`src/verilog/gb_cart_defs.svh`:
```
`ifndef GB_CART_DEFS_SVH
`define GB_CART_DEFS_SVH

// ------------------------------------------------------------------------
// bus widths
// ------------------------------------------------------------------------

`define CART_ADDR_W     16  // cpu side cartridge address
`define SDRAM_ADDR_W    24  // 16 bit word address into sdram
`define DL_ADDR_W       25  // byte address of the rom download
`define CRAM_ADDR_W     17  // 128 KB cartridge ram, 16 banks of 8 KB

`define ROM_BANK_W      9   // up to 512 banks on mbc5
`define RAM_BANK_W      4   // up to 16 ram banks

// ------------------------------------------------------------------------
// header locations
// ------------------------------------------------------------------------

// download delivers 16 bit words at even byte addresses,
// high byte holds the odd address
`define HDR_CGB         'h142  // high byte is the cgb flag at 0x143
`define HDR_MBC         'h146  // high byte is the cartridge type at 0x147
`define HDR_SIZES       'h148  // low byte rom size, high byte ram size

// magic nibble that opens cartridge ram for access
`define RAM_ENABLE_KEY  4'hA

`endif

```
`src/verilog/gb_cart_pkg.sv`:
```
`include "gb_cart_defs.svh"

package gb_cart_pkg;

	// mapper family, decoded from the cartridge type byte
	typedef enum logic [2:0] {
		MBC_NONE,   // plain 32 KB rom
		MBC_1,
		MBC_2,
		MBC_3,
		MBC_5
	} mbc_kind_t;

	// cartridge description taken from the header
	typedef struct packed {
		mbc_kind_t                 kind;
		logic [`ROM_BANK_W-1:0]    rom_mask;  // mirrors banks beyond rom size
		logic [`RAM_BANK_W-1:0]    ram_mask;  // mirrors ram banks
		logic                      battery;   // battery backed type
	} cart_info_t;

	typedef logic [`CART_ADDR_W-1:0]  cart_addr_t;
	typedef logic [7:0]               cart_byte_t;
	typedef logic [15:0]              rom_word_t;
	typedef logic [`SDRAM_ADDR_W-1:0] sdram_addr_t;

	// live banking state written by the cpu
	typedef struct packed {
		logic [`ROM_BANK_W-1:0] rom_bank;
		logic [`RAM_BANK_W-1:0] ram_bank;
		logic                   mbc1_mode;   // 1 selects ram banking on mbc1
		logic                   rtc_mode;    // mbc3 rtc register mapped at a000
		logic                   ram_enable;
	} bank_state_t;

endpackage

```
`src/verilog/cart_bus_if.sv`:
```
`timescale 1ns/1ns

// cpu cartridge bus, shared by all cart blocks
// rd and wr are one cycle strobes, never both high
interface cart_bus_if;

	gb_cart_pkg::cart_addr_t addr;   // cpu address
	gb_cart_pkg::cart_byte_t wdata;  // cpu write data
	logic                    rd;     // read strobe
	logic                    wr;     // write strobe

	// driver side at the top level
	modport cpu (
		output addr, wdata, rd, wr
	);

	// bank register writes
	modport regs (
		input addr, wdata, wr
	);

	// rom address path
	modport rom (
		input addr, rd
	);

	// cartridge ram and read data
	modport ram (
		input addr, wdata, rd, wr
	);

endinterface

```
`src/verilog/rom_bank_mapper.sv`:
```
`timescale 1ns/1ns
`include "gb_cart_defs.svh"

module rom_bank_mapper (
	cart_bus_if.rom                  bus,
	input  gb_cart_pkg::cart_info_t  info,
	input  gb_cart_pkg::bank_state_t banks,
	output gb_cart_pkg::sdram_addr_t sdram_addr,
	output logic                     sdram_rd,
	output gb_cart_pkg::cart_byte_t  rom_byte,
	input  gb_cart_pkg::rom_word_t   rom_data    // valid in the same cycle
);

	logic [6:0]             mbc1_bank;  // ram bank bits on top in mode 0
	logic [`ROM_BANK_W-1:0] bank;       // masked for mirroring
	logic [9:0]             field;      // 16 KB bank and 8 KB half

	always_comb begin
		mbc1_bank = {banks.mbc1_mode ? 2'b00 : banks.ram_bank[1:0], banks.rom_bank[4:0]};

		case (info.kind)
			gb_cart_pkg::MBC_1: bank = {2'b00, mbc1_bank & info.rom_mask[6:0]};
			gb_cart_pkg::MBC_2: bank = {5'd0, banks.rom_bank[3:0] & info.rom_mask[3:0]};
			gb_cart_pkg::MBC_3: bank = {2'b00, banks.rom_bank[6:0] & info.rom_mask[6:0]};
			gb_cart_pkg::MBC_5: bank = banks.rom_bank & info.rom_mask;  // bank 0 allowed
			default:            bank = '0;
		endcase

		if (info.kind == gb_cart_pkg::MBC_NONE)
			field = {8'd0, bus.addr[14:13]};      // 32 KB linear
		else if (bus.addr[15:14] == 2'b01)
			field = {bank, bus.addr[13]};         // switchable window at 4000
		else
			field = {9'd0, bus.addr[13]};         // fixed bank 0
	end

	// word address, byte lane picked below
	assign sdram_addr = {{(`SDRAM_ADDR_W-22){1'b0}}, field, bus.addr[12:1]};
	assign sdram_rd   = bus.rd && !bus.addr[15];  // only 0000..7FFF is rom

	assign rom_byte = bus.addr[0] ? rom_data[15:8] : rom_data[7:0];

endmodule
```
`src/flat_wrapper.sv`:
```
// flat-port wrapper written by rule: the top's interface ports become plain ports
module rom_bank_mapper_flat 
  (info, banks, sdram_addr, sdram_rd, rom_byte, rom_data, bus_addr, bus_rd);
  cart_bus_if bus_i ();
  input  gb_cart_pkg::cart_info_t info;
  input  gb_cart_pkg::bank_state_t banks;
  output gb_cart_pkg::sdram_addr_t sdram_addr;
  output logic sdram_rd;
  output gb_cart_pkg::cart_byte_t rom_byte;
  input  gb_cart_pkg::rom_word_t rom_data;
  input wire logic [$bits(bus_i.addr)-1:0] bus_addr;
  input wire logic [$bits(bus_i.rd)-1:0] bus_rd;
  assign bus_i.addr = bus_addr;
  assign bus_i.rd = bus_rd;
  rom_bank_mapper u_core (.bus(bus_i), .info(info), .banks(banks), .sdram_addr(sdram_addr), .sdram_rd(sdram_rd), .rom_byte(rom_byte), .rom_data(rom_data));
endmodule
```
`config.mk`:
```
export PLATFORM = sky130hd
export DESIGN_NAME = rom_bank_mapper_flat
export DESIGN_NICKNAME = d
export VERILOG_FILES = /design/src/verilog/gb_cart_pkg.sv /design/src/verilog/cart_bus_if.sv /design/src/verilog/rom_bank_mapper.sv /design/src/flat_wrapper.sv
export VERILOG_INCLUDE_DIRS = /design/src /design/src/verilog
export SDC_FILE = /design/constraint.sdc
export NUM_CORES = 1
export LEC_CHECK = 0
export BUFFER_PORTS_ARGS = -buffer_cell sky130_fd_sc_hd__buf_2
export CAP_MARGIN = 10
export CORE_MARGIN = 2
export CORE_UTILIZATION = 25
export DETAILED_ROUTE_END_ITERATION = 10
export PLACE_DENSITY = 0.94
export SLEW_MARGIN = 15
export SYNTH_ARGS = -nofsm -noshare
export SYNTH_HDL_FRONTEND = slang
export SYNTH_SLANG_ARGS = --single-unit
```
`constraint.sdc`:
```
create_clock -name vclk -period 2.37
set_input_delay 0.237 -clock vclk [all_inputs]
set_output_delay 0.237 -clock vclk [all_outputs]
set_load 0.05 [all_outputs]
```
* Yosys cells after proc, flatten, opt, wreduce, memory -nomap -nowiden *
Index checks and enable logic that the tools add are counted.

word-level totals
  memory bits (read-only) = 0
  logic and storage cells = 17
  latch bits = 0
  register bits = 0
  memories kept = 0
  bits in writable memories = 0
  output and inout bits = 33
  input port bits = 66

operators by class
  mux-type cells = 5
  $mul = 0
  $add $sub $neg = 0
  divide/modulo/power cells = 0
  reductions and logical operators = 3
  magnitude comparators = 0
  equality and inequality tests = 5
  bitwise gates (word level) = 4
  shift operators = 0

operator list
  kind                  count
  $pmux W9 S4           1
  $mux W10              2
  $and A7 B7 Y7         2
  $and A9 B9 Y9         1
  $mux W8               1
  $eq A3 B2 Y1 const B  2
  $and A4 B4 Y4         1
  $eq A3 B1 Y1 const B  1
  $eq A3 B3 Y1 const B  1
  $logic_not A3 Y1      1
  $eq A2 B1 Y1 const B  1
  $mux W2               1
  $logic_and A1 B1 Y1   1
  $logic_not A1 Y1      1

* Longest topological paths before layout *
  word-level depth = 5
  depth in mapped cells = 3

* Least setup slack after synthesis *
OpenSTA, ideal clock, no wires.

  path type = input port to output port
  start = in info[15] (netlist bit)
  end = out sdram_addr[17]
  data required time = 2133 ps
  stages = 2
  slack = 296 ps
  arrival time = 1837 ps
  cells stage by stage = or3b_4 > a211oi_1

between the ends
  cells in the longest elaborated chain, start to end = 4
  elaborated cells between the ends (all ways) = 8
  classes of those cells = eq/ne: 4; mux: 3; reduce/logical: 1

ends and longest elaborated chain
  element                               line                   source
  start, declared                       flat_wrapper.sv:5      input gb_cart_pkg::cart_info_t info;
  $eq A3 B3 Y1 (tied with other cells)  rom_bank_mapper.sv:21  case (info.kind)
  $pmux W9 S4                           rom_bank_mapper.sv:21
  $mux W10                              rom_bank_mapper.sv:31  else if (bus.addr[15:14] == 2'b01)
  $mux W10 (*)                          rom_bank_mapper.sv:29  if (info.kind == gb_cart_pkg::MBC_NONE)
  end, declared                         flat_wrapper.sv:7      output gb_cart_pkg::sdram_addr_t sdram_addr;

Every way passes the cells marked *; elsewhere a longest branch is shown, timed or not.

* Worst setup path after layout *
  start = in info[15] (netlist bit)
  end = out sdram_addr[20]

Same word-level chain as after synthesis.

==> results.md <==
- Status: finished, final reports clean
- Register cell area after layout: 0 sq um
- Site Rows: 14
- First-pass GRT wire length: between 1.5 and 2 mm
- Most frequent cells in the layout: buf_2 (62), mux2_2 (8), and3_1 (5)
- Mapped Cells: 54
- Tcrit/Tclk final: roughly 70%
- Die H: 44.33 um
- Synth Warn #: 0
- Worst Path Max Fanout: 7
- Worst Hold Class: in -> out
- CP Cell Sequence: buf_2 -> or3b_4 -> nor2_1 -> and3_1 -> buf_2
- Crit path max-delay family: simple AND/OR/NAND/NOR gates
- FFs & Latches: 0
- # diodes: 0
- Buf+Inv Stages, Crit Path: 2
- Port Buf Inserts: slightly above 60
- Hold Path End: sdram_addr[0]
- Pwr dens: between 200 and 250 mW/mm^2
- Post-CTS Setup Inserts: 0
- Top Ports: 99
- Cell count along the critical path: 5
- # DRC: 0
- Min Tclk post-route: 1672 ps
- Finish-stage setup viols: 0
- Area after DPL: about 620 sq um
- Max-Cap Viols: 0
- CP dominant cell by count: buf_2
- Initial antenna violation count: 0
- Syn_area_per_cell: about 7.5 sq um
- Top cell type's share of synthesized area: 27.69%
- Layout cell share with drive strength beyond 1: between 70% and 80%
- Vias: between 500 and 600
- Post-DP HPWL: between 1 and 1.5 mm
- Starting Density: approximately a quarter
- Critical-path top delay cell: or3b_4
- Vias per cell: approximately 4.8
- Commonest non-fill, non-tap cell in the layout: buf_2
- Fillcell total: about 180
- Floorplan die area: just under 0.002 sq mm
- Tot GR Track Use: roughly 13%
- GP Congestion: 0.7127
- Core area: 0.001524 sq mm
- CP peak stage delay: about 440 ps
- Hold_buf cts: 0
- Setup crit start kind: input port
- Max-slew violation count: 0
- Worst setup path class: in -> out
- Top cell type by total area after synthesis: buf_4
- Nets: roughly 170
- Post-CTS sizing: 0
- RSZ-0062 raised after global routing: false
- Layout clock buffers: 0
- DR WL/cell: ~12 um
- Hold depth: 0
- Final Hold Viols: 0
- Area delta synth->final: 53.54%
- Max Fclk: approximately 600 MHz
- Top post-synthesis cells by area: buf_4 (28%), mux2_2 (22%), and3_1 (7.7%)
- Number of global-route vias before repair: 512
- CP endpoint kind: output pin
- Arrival @ worst endpoint: 1430 ps
- ANT nets after route: 0
- HP Start: bus_addr[1]
- Worst Path Required: approximately 2100 ps
- Congestion Overflow GR: 0
- Post-Syn Area: between 400 and 500 sq um
- Final wirelength: around 1.5 mm
- Initial DRC count: 6
- P_leak: 0.4136 nW
- Cell area after layout: ~620 sq um
- Max VDD drop: 86.95 uV
- Pin count of the biggest net entering global routing: 9
- Die X: between 40 and 50 um
- DR pass1 iterations: 4
- Seq/Total Area, Yosys: 0%
- TNS Setup: 0 ps
- Synth unique cells: 19
-- layout make-up --
cell class	instances	area [sq um]	share of cell area, %
Timing Repair Buffer	62	310.3	49.70
Multi-Input combinational cell	37	286.5	45.89
Tap cell	16	20.02	3.206
Inverter	2	7.507	1.202
-- worst max path at each step --
stage / from / end / slack [ps]
after floorplan: info[15] / sdram_addr[17] / 300
after global placement: info[15] / sdram_addr[14] / 730
after detailed placement: info[15] / sdram_addr[19] / 700
after CTS: info[15] / sdram_addr[19] / 700
after global routing: info[16] / sdram_addr[18] / 640
final: info[15] / sdram_addr[20] / 700
-- synth_stat cells --
cell / instances
inv_1: 2
a21oi_4: 1
nand2b_1: 2
mux2_2: 8
a21boi_0: 1
nor4b_1: 2
o21bai_1: 2
or3b_4: 1
and3b_1: 1
nor2_1: 2
nor2b_1: 1
a211oi_1: 1
nand2_1: 4
buf_4: 15
and3_1: 5
conb_1: 1
clkbuf_1: 1
o211a_1: 2
o22ai_1: 2
-- cells by family (layout without fill, tap and decap cells) --
logic type             count (synthesis)  after routing  share of synthesized area, %
AOI/OAI and AO/OA                      9              9                         19.39
buffers and inverters                 18             64                         30.46
other                                  1              2                        0.9222
muxes                                  8              8                         22.15
and+or+nand+nor                       18             18                         27.08
-- metrics by stage --
step | power, mW | hold WS [ps] | utilization, % | instances | worst slack (ps)
floorplan | 0.1501 | 641.1 | - | 55 | 296.3
global placement | 0.1380 | 474.3 | 40.97 | 117 | 726.9
detailed placement | 0.1410 | 474.3 | 40.97 | 117 | 702.0
CTS | 0.1413 | 474.3 | 40.97 | 117 | 701.2
global route | 0.1484 | 474.1 | 40.97 | 117 | 641.5
finish | 0.1407 | 474.0 | 40.97 | 117 | 698.3
-- metal layers --
| metal | part of all wire [%] | vias up | global-route usage (%) | wire, um |
|---|---|---|---|---|
| met5 | 0 | - | 0 | 0 |
| met4 | 3.9 | 0 | 4.242 | 57 |
| met3 | 12 | 10 | 0.8163 | 180 |
| met2 | 49 | 39 | 25.00 | 707 |
| met1 | 35 | 239 | 13.90 | 509 |
| li1 | - | 271 | - | - |
-- where the power goes --
part | switching (mW) | total [mW] | internal (mW)
registers | 0 | 0 | 0
clock network | 0 | 0 | 0
logic | 0.0880 | 0.141 | 0.0526
(Power assumes the default switching activity.)
