===== src/verilog/gb_cart_defs.svh =====
`ifndef GB_CART_DEFS_SVH
`define GB_CART_DEFS_SVH

// ------------------------------------------------------------------------
// bus widths
// ------------------------------------------------------------------------

`define CART_ADDR_W     16  // cpu side cartridge address
`define SDRAM_ADDR_W    24  // 16 bit word address into sdram
`define DL_ADDR_W       25  // byte address of the rom download
`define CRAM_ADDR_W     17  // 128 KB cartridge ram, 16 banks of 8 KB

`define ROM_BANK_W      9   // up to 512 banks on mbc5
`define RAM_BANK_W      4   // up to 16 ram banks

// ------------------------------------------------------------------------
// header locations
// ------------------------------------------------------------------------

// download delivers 16 bit words at even byte addresses,
// high byte holds the odd address
`define HDR_CGB         'h142  // high byte is the cgb flag at 0x143
`define HDR_MBC         'h146  // high byte is the cartridge type at 0x147
`define HDR_SIZES       'h148  // low byte rom size, high byte ram size

// magic nibble that opens cartridge ram for access
`define RAM_ENABLE_KEY  4'hA

`endif


===== src/verilog/gb_cart_pkg.sv =====
`include "gb_cart_defs.svh"

package gb_cart_pkg;

	// mapper family, decoded from the cartridge type byte
	typedef enum logic [2:0] {
		MBC_NONE,   // plain 32 KB rom
		MBC_1,
		MBC_2,
		MBC_3,
		MBC_5
	} mbc_kind_t;

	// cartridge description taken from the header
	typedef struct packed {
		mbc_kind_t                 kind;
		logic [`ROM_BANK_W-1:0]    rom_mask;  // mirrors banks beyond rom size
		logic [`RAM_BANK_W-1:0]    ram_mask;  // mirrors ram banks
		logic                      battery;   // battery backed type
	} cart_info_t;

	typedef logic [`CART_ADDR_W-1:0]  cart_addr_t;
	typedef logic [7:0]               cart_byte_t;
	typedef logic [15:0]              rom_word_t;
	typedef logic [`SDRAM_ADDR_W-1:0] sdram_addr_t;

	// live banking state written by the cpu
	typedef struct packed {
		logic [`ROM_BANK_W-1:0] rom_bank;
		logic [`RAM_BANK_W-1:0] ram_bank;
		logic                   mbc1_mode;   // 1 selects ram banking on mbc1
		logic                   rtc_mode;    // mbc3 rtc register mapped at a000
		logic                   ram_enable;
	} bank_state_t;

endpackage


===== src/verilog/cart_header_capture.sv =====
`timescale 1ns/1ns
`include "gb_cart_defs.svh"

module cart_header_capture (
	input  logic                    clk_sys,
	input  logic                    reset,
	input  logic                    dl_active,   // rom download in progress
	input  logic                    dl_wr,       // one word strobe
	input  logic [`DL_ADDR_W-1:0]   dl_addr,     // byte address, even
	input  gb_cart_pkg::rom_word_t  dl_data,
	output gb_cart_pkg::cart_info_t info,
	output logic                    cart_ready   // image loaded at least once
);

	gb_cart_pkg::cart_byte_t mbc_type;  // 0x147
	gb_cart_pkg::cart_byte_t rom_size;  // 0x148
	gb_cart_pkg::cart_byte_t ram_size;  // 0x149
	logic                    dl_active_q;

	// ------------------------------------------------------------------------
	// header bytes, snooped from the download stream
	// ------------------------------------------------------------------------
	always_ff @(posedge clk_sys) begin
		if (dl_active && dl_wr) begin
			if (dl_addr == `HDR_MBC)
				mbc_type <= dl_data[15:8];
			if (dl_addr == `HDR_SIZES) begin
				rom_size <= dl_data[7:0];
				ram_size <= dl_data[15:8];
			end
		end
	end

	// end of download arms the cartridge
	always_ff @(posedge clk_sys) begin
		if (reset) begin
			dl_active_q <= 1'b0;
			cart_ready  <= 1'b0;
		end else begin
			dl_active_q <= dl_active;
			if (dl_active_q && !dl_active)  // falling edge
				cart_ready <= 1'b1;
		end
	end

	// ------------------------------------------------------------------------
	// decode
	// ------------------------------------------------------------------------
	always_comb begin
		case (mbc_type)
			8'h01, 8'h02, 8'h03:                      info.kind = gb_cart_pkg::MBC_1;
			8'h05, 8'h06:                             info.kind = gb_cart_pkg::MBC_2;
			8'h0F, 8'h10, 8'h11, 8'h12, 8'h13:        info.kind = gb_cart_pkg::MBC_3;
			8'h19, 8'h1A, 8'h1B, 8'h1C, 8'h1D, 8'h1E: info.kind = gb_cart_pkg::MBC_5;
			default:                                  info.kind = gb_cart_pkg::MBC_NONE;
		endcase

		// 2 << size banks, odd sizes like 0x52 fall back to 128
		if (rom_size <= 8'd8)
			info.rom_mask = ~(9'h1FF << (rom_size[3:0] + 4'd1));
		else
			info.rom_mask = 9'd127;

		if (ram_size == 8'd3)
			info.ram_mask = 4'h3;  // 32 KB, four banks
		else if (ram_size >= 8'd4)
			info.ram_mask = 4'hF;  // 128 KB
		else
			info.ram_mask = 4'h0;  // single bank or none

		case (mbc_type)
			8'h03, 8'h06, 8'h09, 8'h0D, 8'h0F, 8'h10, 8'h13,
			8'h1B, 8'h1E, 8'h22, 8'hFF: info.battery = 1'b1;
			default:                    info.battery = 1'b0;
		endcase
	end

endmodule


===== config.mk =====
export PLATFORM = sky130hd
export DESIGN_NAME = cart_header_capture
export DESIGN_NICKNAME = d
export VERILOG_FILES = /design/src/verilog/gb_cart_pkg.sv /design/src/verilog/cart_header_capture.sv
export VERILOG_INCLUDE_DIRS = /design/src /design/src/verilog
export SDC_FILE = /design/constraint.sdc
export NUM_CORES = 1
export LEC_CHECK = 0
export BUFFER_PORTS_ARGS = -buffer_cell sky130_fd_sc_hd__buf_2
export CAP_MARGIN = 15
export CORE_MARGIN = 2
export CORE_UTILIZATION = 48
export DETAILED_ROUTE_END_ITERATION = 8
export GPL_TIMING_DRIVEN = 0
export PLACE_DENSITY = 0.77
export SETUP_SLACK_MARGIN = 0.05
export SKIP_CTS_REPAIR_TIMING = 1
export SYNTH_ARGS = -nofsm -noshare
export SYNTH_HDL_FRONTEND = slang
export SYNTH_SLANG_ARGS = --single-unit
export TNS_END_PERCENT = 30

===== constraint.sdc =====
create_clock -name clk_sys -period 3.45 [get_ports clk_sys]
set_input_delay 0.5175 -clock clk_sys [delete_from_list [all_inputs] [get_ports clk_sys]]
set_output_delay 0.5175 -clock clk_sys [all_outputs]
set_load 0.1 [all_outputs]

Word level (Yosys, flattened, before mapping)
Memories as Yosys holds them, arrays and structs flattened. A register that Yosys moved wholly into a read port is not among the register bits.
Cells that the tools add are included.
{"block": "word_totals", "rom_bits": 96, "reg_bits": 26, "output_inout_bits": 18, "memories": 1, "wordCells": 38, "in_bits": 45}
{"name": "(name not given)", "words": 32, "word_bits": 3, "read_ports": 1, "rd_clocked_by_memory_dff": 1, "wr": 0, "line": "cart_header_capture.sv:50", "rtl": "case (mbc_type)"}
{"block": "classes", "mux": 6, "n_eq_ne": 14, "bitwise_logic": 1, "n_addsub": 1, "n_shift": 1, "n_reduce_logical": 7, "magnitude_cmp": 2}
{"operator": "$eq A25 B9 Y1 const B", "n": 2}
{"operator": "$eq A8 B5 Y1 const B", "n": 4}
{"operator": "$eq A8 B4 Y1 const B", "n": 3}
{"operator": "$eq A8 B2 Y1 const B", "n": 2}
{"operator": "$reduce_or A11 Y1", "n": 1}
{"operator": "$mux W9", "n": 1}
{"operator": "$not A9 Y9", "n": 1}
{"operator": "$shl A9 B4 Y9 const A", "n": 1}
{"operator": "$eq A8 B3 Y1 const B", "n": 1}
{"operator": "$eq A8 B6 Y1 const B", "n": 1}
{"operator": "$eq A8 B8 Y1 const B", "n": 1}
{"operator": "$ge A8 B3 Y1 const B", "n": 1}
{"operator": "$le A8 B4 Y1 const B", "n": 1}
{"operator": "$mux W4", "n": 2}
{"operator": "$mux W5", "n": 1}
{"operator": "$add A4 B1 Y4 const B", "n": 1}
{"operator": "$reduce_and A2 Y1", "n": 2}
{"operator": "$logic_not A3 Y1", "n": 1}
{"operator": "$mux W3", "n": 1}
{"operator": "$logic_and A1 B1 Y1", "n": 2}
{"operator": "$logic_not A1 Y1", "n": 1}
{"operator": "$mux W1", "n": 1}

Logic depth before layout (Yosys ltp)
{"block": "logic_depth", "ltp_word": 4, "ltp_mapped": 9, "depth_no_buf": 9}

Worst setup path after synthesis
Ideal clock, no wire load.
{"block": "synth_timing", "kind": "register to output", "startpoint": "register mbc_type[3]", "endpoint": "output info[0] (netlist name)", "t_required_ns": 2.932, "n_path_buf": 1, "arrival_time_ns": 4.402, "slack_ns": -1.469, "stages_incl_launch_ff": 6, "path_cell_list": "edfxtp_1 > clkbuf_1 > or4b_2 > a21oi_1 > nor3_1 > o41ai_1"}
{"element": "start: declaration", "line": "cart_header_capture.sv:15", "rtl": "gb_cart_pkg::cart_byte_t mbc_type;"}
{"element": "start signal: assignment", "line": "cart_header_capture.sv:26", "rtl": "mbc_type <= dl_data[15:8];"}
{"element": "end: declaration", "line": "cart_header_capture.sv:11", "rtl": "output gb_cart_pkg::cart_info_t info,"}

==> results.ini <==
[finish]
final_cells=253
drive_above_1_share_pct=42.6
final_nets=260
area_growth_syn_to_layout_pct=28.3
diodes=0
nFillCells=236

[sta]
worst_pin_slew_ns=0.732
fmax_mhz=332
post-route-min-period_ns=3.01
slew_headroom_pct=51.1
period_share_pct=87.2
fin_skew_ns=0.00602
rsz0062_at_grt=no
hold_violations=0
finalMaxSlewViolations=0
finalSetupViolCount=0

[synthesis]
synth_enable_flop_cells=24
yosysTopAreaCellShare_pct=46.2
ys_async_sr_fraction_pct=0
synth_most_common_cell=edfxtp_1
ys_seq_area_share_pct=52.6
synth_cells=138
syn-cell-area_mm2=0.00156
yosysUniqueCellTypes=41
synthTopCellsByArea=edfxtp_1 46%, dfxtp_1 6.4%, ha_1 5.6%
yosysTopAreaCell=edfxtp_1
syn-num-nets=190
yosysWarnings=0
ys_ff_latch=29
synthTopCellsByCount=24 x edfxtp_1, 15 x nand2_1, 13 x nor2_1
avgSynthCellArea_um2=11.3
synthFlopType=edfxtp_1

[pwr]
powerDensity_mw_per_mm2=309
p_leak_nw=0.830
vdd_drop_max_mv=0.213
p_total_mw=0.617

[placement]
io_buffer_count=62
post-dp-hpwl_mm=2.63
gp_congestion=0.808
dpl.cell_count=245

[setup_path]
critPathCaptureType=output port
crit_path_top_delay_cell=or4b_2
worstPathRequired_ns=2.93
rr_startpoint=mbc_type[0]$_DFFE_PN_
crit_fanout=9
critPathKind=reg -> out
startpoint=mbc_type[3]$_DFFE_PN_
critPathArrivalTime_ns=2.49
cp_cell_sequence=clkbuf_1, or4b_2, a21oi_1, nor3_1, o41ai_2, buf_2
cpPeakStageDelay_ns=0.68
critPathLaunchType=flop

[detailed_routing]
drt_pass1_iterations=5
routed_wl_mm=3.42
drtIter0Drc=48
drcViolationCount=0
vias=1324
via_per_inst=5.23
avgRoutedWirePerCell_um=13.5
final_antenna_net_count=0

[clock_tree]
clockRootBuffer=clkbuf_4
clock_latency_ns=0.33
cts.htree.levels=2
cts_made_buffers=5
clock-sinks=29
clockBufferDepth=2
cts_tree=done
path_clk_slew_ns=0.08

[global_route]
grt_pass1_vias=1250
grt_max_degree=18
grt_pass1_wl_mm=5.28
use_met3_pct=6.40
grt_use_met1_pct=21.8
top_usage_layer=met2
grt_usage_pct=19.9
overflow=0
antenna_found_initial=0
met2_usage_pct=34.1

[die]
die_h_um=61.0
die_w_um=61.0
dieArea_mm2=0.00372
initial_core_util_pct=50.7
coreArea_mm2=0.00308
io_pins=63
rows=20

[worst_hold_path]
hold_path.class=in -> reg
min_from=reset

[run]
maxCapViolations=0

[outcome]
outcome=finished clean

per-stage QoR:
stage / util (%) / cell area [um2] / worst slack [ns] / setup TNS, ns / hold WS, ns
after floorplan: - / 1570 / -0.125 / -0.454 / 0.438
after global placement: 62.8 / 1930 / 0.316 / 0 / 0.447
after detailed placement: 63.3 / 1950 / 0.246 / 0 / 0.458
after CTS: 65.0 / 2000 / 0.442 / 0 / 0.340
after global routing: 65.0 / 2000 / 0.293 / 0 / 0.327
final: 65.0 / 2000 / 0.442 / 0 / 0.352
critical path: cells and delay by family, from the launching register on:
| kind | cells | cell delay, ns |
|---|---|---|
| buf+inv | 2 | 0.68 |
| flops | 1 | 0.36 |
| simple gates | 2 | 0.76 |
| compound gates | 2 | 0.36 |
routing by layer:
metal	vias up	share of wire (%)
met2	79	51
li1	646	-
met1	591	39
met3	8	7.1
met5	-	0
met4	0	2.4
final timing paths:
check	slack, ns	cells after the start	to
setup / recovery	0.44	6	info[0]
hold / removal	0.35	2	dl_active_q$_SDFF_PP0_
setup reg to reg	1.65	6	flop
hold reg to reg	0.47	2	cart_ready$_SDFFE_PP0P_
logic make-up (layout without fill, tap and decap cells):
group                      count (synthesis)  count (layout)  share of synthesized area (%)
buffers and inverters                     15              86                           4.17
AOI/OAI and AO/OA                         16              16                           6.98
and+or+nand+nor                           62              62                           24.2
muxes                                      9               9                           6.42
adders and majority gates                  7               7                           5.62
DFF                                       29              29                           52.6
layout by cell type, fill, tap and decap left out, types with 2 or more instances in the layout:
cell type,synthesis,final
buf_2,1,63
edfxtp_1,24,24
nand2_1,15,15
nor2_1,13,13
inv_1,10,10
ha_1,7,7
mux2_2,6,6
nor3_1,7,6
dfxtp_1,5,5
clkbuf_4,0,5
nand3_1,4,4
a21oi_1,4,4
nand3b_1,3,3
clkbuf_1,2,3
and2_1,3,3
o21ai_0,3,3
nor4_2,2,2
nor4b_1,2,2
nor3b_1,2,2
mux2_1,2,2
buf_4,2,2
clkinv_2,0,2
report_power, final:
group,switching [mW],leakage (nW),internal [mW]
Combinational,0.0222,0.541,0.0229
Sequential,0.000462,0.257,0.379
Clock,0.115,0.0320,0.0774
Total,0.138,0.830,0.479
final cells by class:
cell class / instances / area, um2 / area share [%]
Buffer: 5 / 27.5 / 1.38
Clock inverter: 2 / 10.0 / 0.501
Sequential cell: 29 / 821 / 41.1
Multi-Input combinational cell: 94 / 686 / 34.3
Inverter: 10 / 37.5 / 1.88
Timing Repair Buffer: 63 / 322 / 16.1
Tap cell: 44 / 55.1 / 2.75
Clock buffer: 6 / 41.3 / 2.07
No activity file was read; power rests on OpenSTA's default activity.
