<file path="config.mk">
export PLATFORM = sky130hd
export DESIGN_NAME = mbc_registers_flat
export DESIGN_NICKNAME = d
export VERILOG_FILES = /design/src/verilog/gb_cart_pkg.sv /design/src/verilog/cart_bus_if.sv /design/src/verilog/mbc_registers.sv /design/src/flat_wrapper.sv
export VERILOG_INCLUDE_DIRS = /design/src /design/src/verilog
export SDC_FILE = /design/constraint.sdc
export NUM_CORES = 1
export LEC_CHECK = 0
export ABC_CLOCK_PERIOD_IN_PS = 1300
export BUFFER_PORTS_ARGS = -buffer_cell sky130_fd_sc_hd__buf_2
export CORE_MARGIN = 4
export CORE_UTILIZATION = 33
export DETAILED_ROUTE_END_ITERATION = 8
export PLACE_DENSITY = 0.84
export SYNTH_ARGS = -nofsm -noshare
export SYNTH_HDL_FRONTEND = slang
export SYNTH_SLANG_ARGS = --single-unit
</file>
<file path="constraint.sdc">
create_clock -name clk_sys -period 1.3 [get_ports clk_sys]
set_clock_uncertainty 0.15 [all_clocks]
set_input_delay 0.195 -clock clk_sys [delete_from_list [all_inputs] [get_ports clk_sys]]
set_output_delay 0.195 -clock clk_sys [all_outputs]
set_load 0.05 [all_outputs]
</file>
<file path="src/verilog/gb_cart_defs.svh">
`ifndef GB_CART_DEFS_SVH
`define GB_CART_DEFS_SVH

// ------------------------------------------------------------------------
// bus widths
// ------------------------------------------------------------------------

`define CART_ADDR_W     16  // cpu side cartridge address
`define SDRAM_ADDR_W    24  // 16 bit word address into sdram
`define DL_ADDR_W       25  // byte address of the rom download
`define CRAM_ADDR_W     17  // 128 KB cartridge ram, 16 banks of 8 KB

`define ROM_BANK_W      9   // up to 512 banks on mbc5
`define RAM_BANK_W      4   // up to 16 ram banks

// ------------------------------------------------------------------------
// header locations
// ------------------------------------------------------------------------

// download delivers 16 bit words at even byte addresses,
// high byte holds the odd address
`define HDR_CGB         'h142  // high byte is the cgb flag at 0x143
`define HDR_MBC         'h146  // high byte is the cartridge type at 0x147
`define HDR_SIZES       'h148  // low byte rom size, high byte ram size

// magic nibble that opens cartridge ram for access
`define RAM_ENABLE_KEY  4'hA

`endif

</file>
<file path="src/verilog/gb_cart_pkg.sv">
`include "gb_cart_defs.svh"

package gb_cart_pkg;

	// mapper family, decoded from the cartridge type byte
	typedef enum logic [2:0] {
		MBC_NONE,   // plain 32 KB rom
		MBC_1,
		MBC_2,
		MBC_3,
		MBC_5
	} mbc_kind_t;

	// cartridge description taken from the header
	typedef struct packed {
		mbc_kind_t                 kind;
		logic [`ROM_BANK_W-1:0]    rom_mask;  // mirrors banks beyond rom size
		logic [`RAM_BANK_W-1:0]    ram_mask;  // mirrors ram banks
		logic                      battery;   // battery backed type
	} cart_info_t;

	typedef logic [`CART_ADDR_W-1:0]  cart_addr_t;
	typedef logic [7:0]               cart_byte_t;
	typedef logic [15:0]              rom_word_t;
	typedef logic [`SDRAM_ADDR_W-1:0] sdram_addr_t;

	// live banking state written by the cpu
	typedef struct packed {
		logic [`ROM_BANK_W-1:0] rom_bank;
		logic [`RAM_BANK_W-1:0] ram_bank;
		logic                   mbc1_mode;   // 1 selects ram banking on mbc1
		logic                   rtc_mode;    // mbc3 rtc register mapped at a000
		logic                   ram_enable;
	} bank_state_t;

endpackage

</file>
<file path="src/verilog/cart_bus_if.sv">
`timescale 1ns/1ns

// cpu cartridge bus, shared by all cart blocks
// rd and wr are one cycle strobes, never both high
interface cart_bus_if;

	gb_cart_pkg::cart_addr_t addr;   // cpu address
	gb_cart_pkg::cart_byte_t wdata;  // cpu write data
	logic                    rd;     // read strobe
	logic                    wr;     // write strobe

	// driver side at the top level
	modport cpu (
		output addr, wdata, rd, wr
	);

	// bank register writes
	modport regs (
		input addr, wdata, wr
	);

	// rom address path
	modport rom (
		input addr, rd
	);

	// cartridge ram and read data
	modport ram (
		input addr, wdata, rd, wr
	);

endinterface

</file>
<file path="src/verilog/mbc_registers.sv">
`timescale 1ns/1ns
`include "gb_cart_defs.svh"

module mbc_registers (
	input  logic                     clk_sys,
	input  logic                     reset,
	input  logic                     dl_active,  // new image, back to power-on state
	cart_bus_if.regs                 bus,
	input  gb_cart_pkg::cart_info_t  info,
	output gb_cart_pkg::bank_state_t banks
);

	logic is_mbc1;
	logic is_mbc3;
	logic is_mbc5;

	assign is_mbc1 = (info.kind == gb_cart_pkg::MBC_1);
	assign is_mbc3 = (info.kind == gb_cart_pkg::MBC_3);
	assign is_mbc5 = (info.kind == gb_cart_pkg::MBC_5);

	// ------------------------------------------------------------------------
	// register writes, decoded on a[15:13]
	// ------------------------------------------------------------------------
	always_ff @(posedge clk_sys) begin
		if (reset || dl_active) begin
			banks.rom_bank   <= 9'd1;  // bank 1 in the switchable window
			banks.ram_bank   <= 4'd0;
			banks.mbc1_mode  <= 1'b0;
			banks.rtc_mode   <= 1'b0;
			banks.ram_enable <= 1'b0;
		end else if (bus.wr) begin
			case (bus.addr[15:13])
				// 0000..1FFF ram enable
				3'b000: banks.ram_enable <= (bus.wdata[3:0] == `RAM_ENABLE_KEY);

				// 2000..3FFF rom bank
				3'b001: begin
					if (is_mbc5) begin
						if (bus.addr[12])
							banks.rom_bank[8] <= bus.wdata[0];  // 3000..3FFF bit 8
						else
							banks.rom_bank[7:0] <= bus.wdata;   // low byte, 0 allowed
					end else if (bus.wdata[6:0] == 7'd0) begin
						banks.rom_bank <= 9'd1;  // bank 0 reads as 1
					end else begin
						banks.rom_bank <= {2'b00, bus.wdata[6:0]};
					end
				end

				// 4000..5FFF ram bank or rtc select
				3'b010: begin
					if (is_mbc3) begin
						if (bus.wdata[3]) begin
							banks.rtc_mode <= 1'b1;
						end else begin
							banks.rtc_mode <= 1'b0;
							banks.ram_bank <= {2'b00, bus.wdata[1:0]};
						end
					end else if (is_mbc5) begin
						banks.ram_bank <= bus.wdata[3:0];  // 16 banks
					end else begin
						banks.ram_bank <= {2'b00, bus.wdata[1:0]};
					end
				end

				// 6000..7FFF banking mode
				3'b011: begin
					if (is_mbc1)
						banks.mbc1_mode <= bus.wdata[0];
				end

				default: ;  // a000 and up belong to cart ram
			endcase
		end
	end

endmodule

</file>
<file path="src/flat_wrapper.sv">
// flat-port wrapper written by rule: the top's interface ports become plain ports
module mbc_registers_flat 
  (clk_sys, reset, dl_active, info, banks, bus_addr, bus_wdata, bus_wr);
  cart_bus_if bus_i ();
  input  logic clk_sys;
  input  logic reset;
  input  logic dl_active;
  input  gb_cart_pkg::cart_info_t info;
  output gb_cart_pkg::bank_state_t banks;
  input wire logic [$bits(bus_i.addr)-1:0] bus_addr;
  input wire logic [$bits(bus_i.wdata)-1:0] bus_wdata;
  input wire logic [$bits(bus_i.wr)-1:0] bus_wr;
  assign bus_i.addr = bus_addr;
  assign bus_i.wdata = bus_wdata;
  assign bus_i.wr = bus_wr;
  mbc_registers u_core (.clk_sys(clk_sys), .reset(reset), .dl_active(dl_active), .bus(bus_i), .info(info), .banks(banks));
endmodule
</file>
# Yosys cells after proc, flatten, opt, wreduce, memory -nomap -nowiden
# Index checks and enable logic that the tools add are counted.
dict set report word_totals {
  ff_bits 16
  output_inout_bits 16
}
dict set report op_classes {
  n_eq_ne 10
  mux 8
  reduce_logical 9
}
# cell count
set ops {}
lappend ops {{3-bit AND reduction} 5}
lappend ops {{4-bit two-way mux} 3}
lappend ops {{3-bit by 2-bit equality test with 1-bit output, second input constant} 3}
lappend ops {{9-bit two-way mux} 1}
lappend ops {{8-bit two-way mux} 1}
lappend ops {{7-bit logical NOT} 1}
lappend ops {{7-bit two-way mux} 1}
lappend ops {{3-bit by 1-bit equality test with 1-bit output, second input constant} 2}
lappend ops {{2-bit != test, second input constant} 3}
lappend ops {{4-bit equality test, second input constant} 1}
lappend ops {{3-bit equality test, second input constant} 1}
lappend ops {{3-bit logical NOT} 1}
lappend ops {{1-bit two-way mux} 2}
lappend ops {{2-bit AND reduction} 1}
lappend ops {{1-bit logical OR} 1}

# Logic depth before layout (Yosys ltp)
dict set report logic_depth {
  ltp_word 3
  mapped_depth 4
  ltp_nobuf 4
}

# Worst setup path before layout
# No wires, ideal clock.
dict set report synth_timing {
  kind {in2reg}
  start {input port info[14] in the netlist's numbering}
  end {register u_core.banks[7] (netlist name)}
  setup_ns 0.126
  t_arrival_ns 1.095
  path_slack_ns -0.071
  cell_stages 4
  path_buffers 0
  cell_sequence {or3b_2 nor2_1 nor4b_1 nor3_1}
}
dict set report synth_between {
  elab_chain_len 3
  elab_cells_between_ends 4
  classes_between {eq/ne (2); mux (1); reduce/logical (1)}
}
# element line_no
set synth_lines {}
lappend synth_lines {{start: declaration} flat_wrapper.sv:8} ;# input gb_cart_pkg::cart_info_t info;
lappend synth_lines {{3-bit equality test (*)} mbc_registers.sv:19} ;# assign is_mbc5 = (info.kind == gb_cart_pkg::MBC_5);
lappend synth_lines {{2-bit != test (no line)} n/a}
lappend synth_lines {{3-bit AND reduction (no line)} n/a}
# Every way passes the cells marked *; elsewhere a longest branch is shown, timed or not.
# A chain may end at the register's enable or synchronous reset.

# Worst setup path in the final report
dict set report layout_timing {
  start {register u_core.banks[5] (netlist name)}
  end {output port banks[5] in the netlist's numbering}
}
# element line_no
set layout_rtl {}
lappend layout_rtl {{end: declaration} flat_wrapper.sv:9} ;# output gb_cart_pkg::bank_state_t banks;
# No word-level cell between the ends.

==> run metrics <==
run status=completed; summed area of non-filler cells in the final layout=roughly 1100 um^2; class of the most critical hold timing path=input port to flop; capturing element type of the critical path=output pin; Syn Area/Cell=9.58 um^2; data required time of the critical path=roughly 950 ps; library cell with the highest instance count after synthesis=dfxtp_1; end point of the critical path=banks[5]; reg-to-reg startpoint=u_core.banks[7]$_SDFFE_PP1P_; buffer and inverter count on the worst path=1; area growth from synthesis to layout=48.3%; type of the setup path with the least slack=flop to output pin; count of flip-flops with a built-in enable after synthesis=0; largest cells by area after synthesis=dfxtp_1 (45%), mux2i_1 (9.8%), nand3_1 (6.3%); sum of overflow across all layers after global routing=0; worst endpoint data arrival time=900 ps; CP Launch Type=flop; average via count per standard cell=just under 5; Synth Area in Adders=0%; highest-delay cell along the critical path=dfxtp_1; Worst-path clk slew=approximately 90 ps; TritonCTS clock tree=yes; YS warnings=0; Fin. Hold Viols=0; prevailing post-synth register cell=dfxtp_1; biggest cell delay along the critical path=about 350 ps; insertion delay to the later sink of the worst-skew pair=280 ps; global-route met2 utilization=~22%; Core Box Area=about 2000 um^2; final setup TNS=0 ps; actual transition at the worst max-transition pin=approximately 330 ps; share of cell area taken by muxes after synthesis=under 10%; Synthesized Nets=120; DRC=0; ratio of cells with drive above 1 in the final layout=46.8%; dominant combinational cell family by area after synthesis=simple AND/OR/NAND/NOR gates; clock period minus final worst setup slack=roughly 1200 ps; routability cong.=0.786; overall global routing resource usage=a little over an eighth; post-CTS setup buffers=0; CTS root buf=clkbuf_4; number of clock sinks=16; routed wirelength normalized by instance count=around 12 um; power density over the cells=between 800 and 900 nW/um^2; number of global-route vias before repair=693; Largest register FFs=16; number of storage elements in the synthesis netlist=16; synthesized area=718 um^2; Setup violations, final=0; number of nets with antenna violations after detailed routing=0; cells traversed along the worst timing path=buf_2; worst reg-to-reg path cell count=2; worst slack on hold paths=around 25 ps; post-synthesis compound-gate area fraction=between 10% and 20%; most instantiated cells after synthesis=dfxtp_1 (16), nor2_1 (10), nand3_1 (9); routed via count=~730; P_leak=around 0.00044 uW; number of top-level pins=61; maximum level of the CTS H-tree=1; number of hold-repair buffers added at the cts stage=0; family with the most delay on the worst path=flip-flops; DIE HEIGHT=roughly 55 um; fraction of post-synthesis cell area in the top cell type by area=about 45%; global-route met1 utilization=between 10 and 15%; max cap viols=0; RSZ-0062 raised after global routing=false; DRC marker count from the first detailed-route iteration=14; starting density of the core=35.5%; first-pass GRT wire length=between 2 and 3 mm; final net count=170; Fmax=roughly 800 MHz; beginning of the critical path=u_core.banks[5]$_SDFFE_PP0P_; maximum net fanout on the critical path=2; iteration count of the initial detailed-routing pass=4; share of the clock period used by the worst path after layout=96.0%; ant diodes=0; sum of internal, switching and leakage power=between 900 and 1000 uW; final-report max-slew violation count=0; FFs w/ async S/R, synth=0%; Worst IR Drop VDD=between 0.0003 and 0.0004 V; initial antenna violation count=0; quantity of gates resized following cts=0; area fraction in and, or, nand and nor cells after synthesis=around a third; detailed-route wire length=1.86 mm; flop-to-flop setup slack=between 400 and 500 ps; area post-placement=1030 um^2; critical path depth=1; met3 layer usage reported by global route=between 4 and 5%; largest net degree at the start of global routing=11; clock buffer count from CTS=3; Die Span X=roughly 55 um; register with the most flip-flops=u_core.banks; endpoint of the worst-slack reg-to-reg timing path=u_core.banks[7]$_SDFFE_PP1P_; leading registers by flop count=u_core.banks (16); fin util=between 50% and 60%; port bufs=34; number of placement rows=16; Post-Synth XOR/XNOR Area=0%; cell accounting for the most synthesized area=dfxtp_1; hpwl dp=1.52 mm; unique cell type count in the Yosys netlist=25; number of buffers on the longest clock path=2; busiest grt layer=met2; sequential cell area fraction in the yosys report=between 40% and 50%; synthesized instance count=75; worst max-slew margin expressed relative to the limit=between 70% and 80%; Filler Cells Inserted=175; DIE AREA=around 3000 um^2
metal layers:
metal / share of wire, % / wire, um
met1: 45 / 831
met2: 47 / 868
met3: 8.1 / 151
met4: 0.54 / 10
met5: 0 / 0
cells by family after synthesis:
| kind of cell | Yosys count |
|---|---|
| multiplexers | 7 |
| AND/OR/NAND/NOR | 40 |
| flip-flops | 16 |
| buffers and inverters | 1 |
| AO/OA/AOI/OAI | 11 |
power by group:
part / switching, uW / internal [uW] / leakage [uW]
Combinational: 70.4 / 67.0 / 0.000293
Sequential: 1.14 / 492 / 0.000129
Clock: 152 / 170 / 0.0000210
Total: 224 / 730 / 0.000443
worst min-delay path: stages:
cell	delay (ps)
buf_2	90
nand3b_1	70
a21oi_1	60
cell type report:
class | count | area [um^2] | share of cell area (%)
clock buffer | 4 | 36.3 | 3.41
sequential | 16 | 320 | 30.1
tap | 27 | 33.8 | 3.17
timing repair buffer | 46 | 260 | 24.4
multi-input combinational | 58 | 414 | 38.9
how the worst min path moves through the flow:
stage,startpoint,endpoint,cells past startpoint
floorplan,bus_wdata[1],u_core.banks[4]$_SDFFE_PP0P_,2
CTS,bus_wdata[7],u_core.banks[14]$_SDFFE_PP0P_,3
global placement,u_core.banks[2]$_SDFFE_PP0P_,u_core.banks[2]$_SDFFE_PP0P_,2
global route,bus_wdata[7],u_core.banks[14]$_SDFFE_PP0P_,3
finish,bus_wdata[7],u_core.banks[14]$_SDFFE_PP0P_,3
detailed placement,bus_wdata[5],u_core.banks[12]$_SDFFE_PP0P_,3
per-stage QoR:
step                      setup WS (ps)  cells
final                              51.7    151
after global routing               1.29    151
after CTS                          35.4    151
after detailed placement           -183    147
after global placement             -161    147
after floorplan                   -4.33     75
cell usage in the layout (no fill, tap or decap):
cell       count
a21oi_1        2
a21oi_4        1
buf_2         34
buf_4         12
clkbuf_4       3
clkbuf_8       1
dfxtp_1       16
mux2i_1        7
nand2_1        3
nand2b_1       1
nand3_1        9
nand3b_1       1
nand4b_1       3
nand4bb_4      1
nor2_1        10
nor2b_1        1
nor3_1         2
nor3b_1        1
nor3b_2        1
nor4_1         1
nor4b_2        1
nor4bb_1       2
o21ai_0        6
o31ai_1        1
o31ai_2        1
or2_2          1
or3b_4         1
or4_4          1
Note: power is estimated with default switching activity, not from simulation.
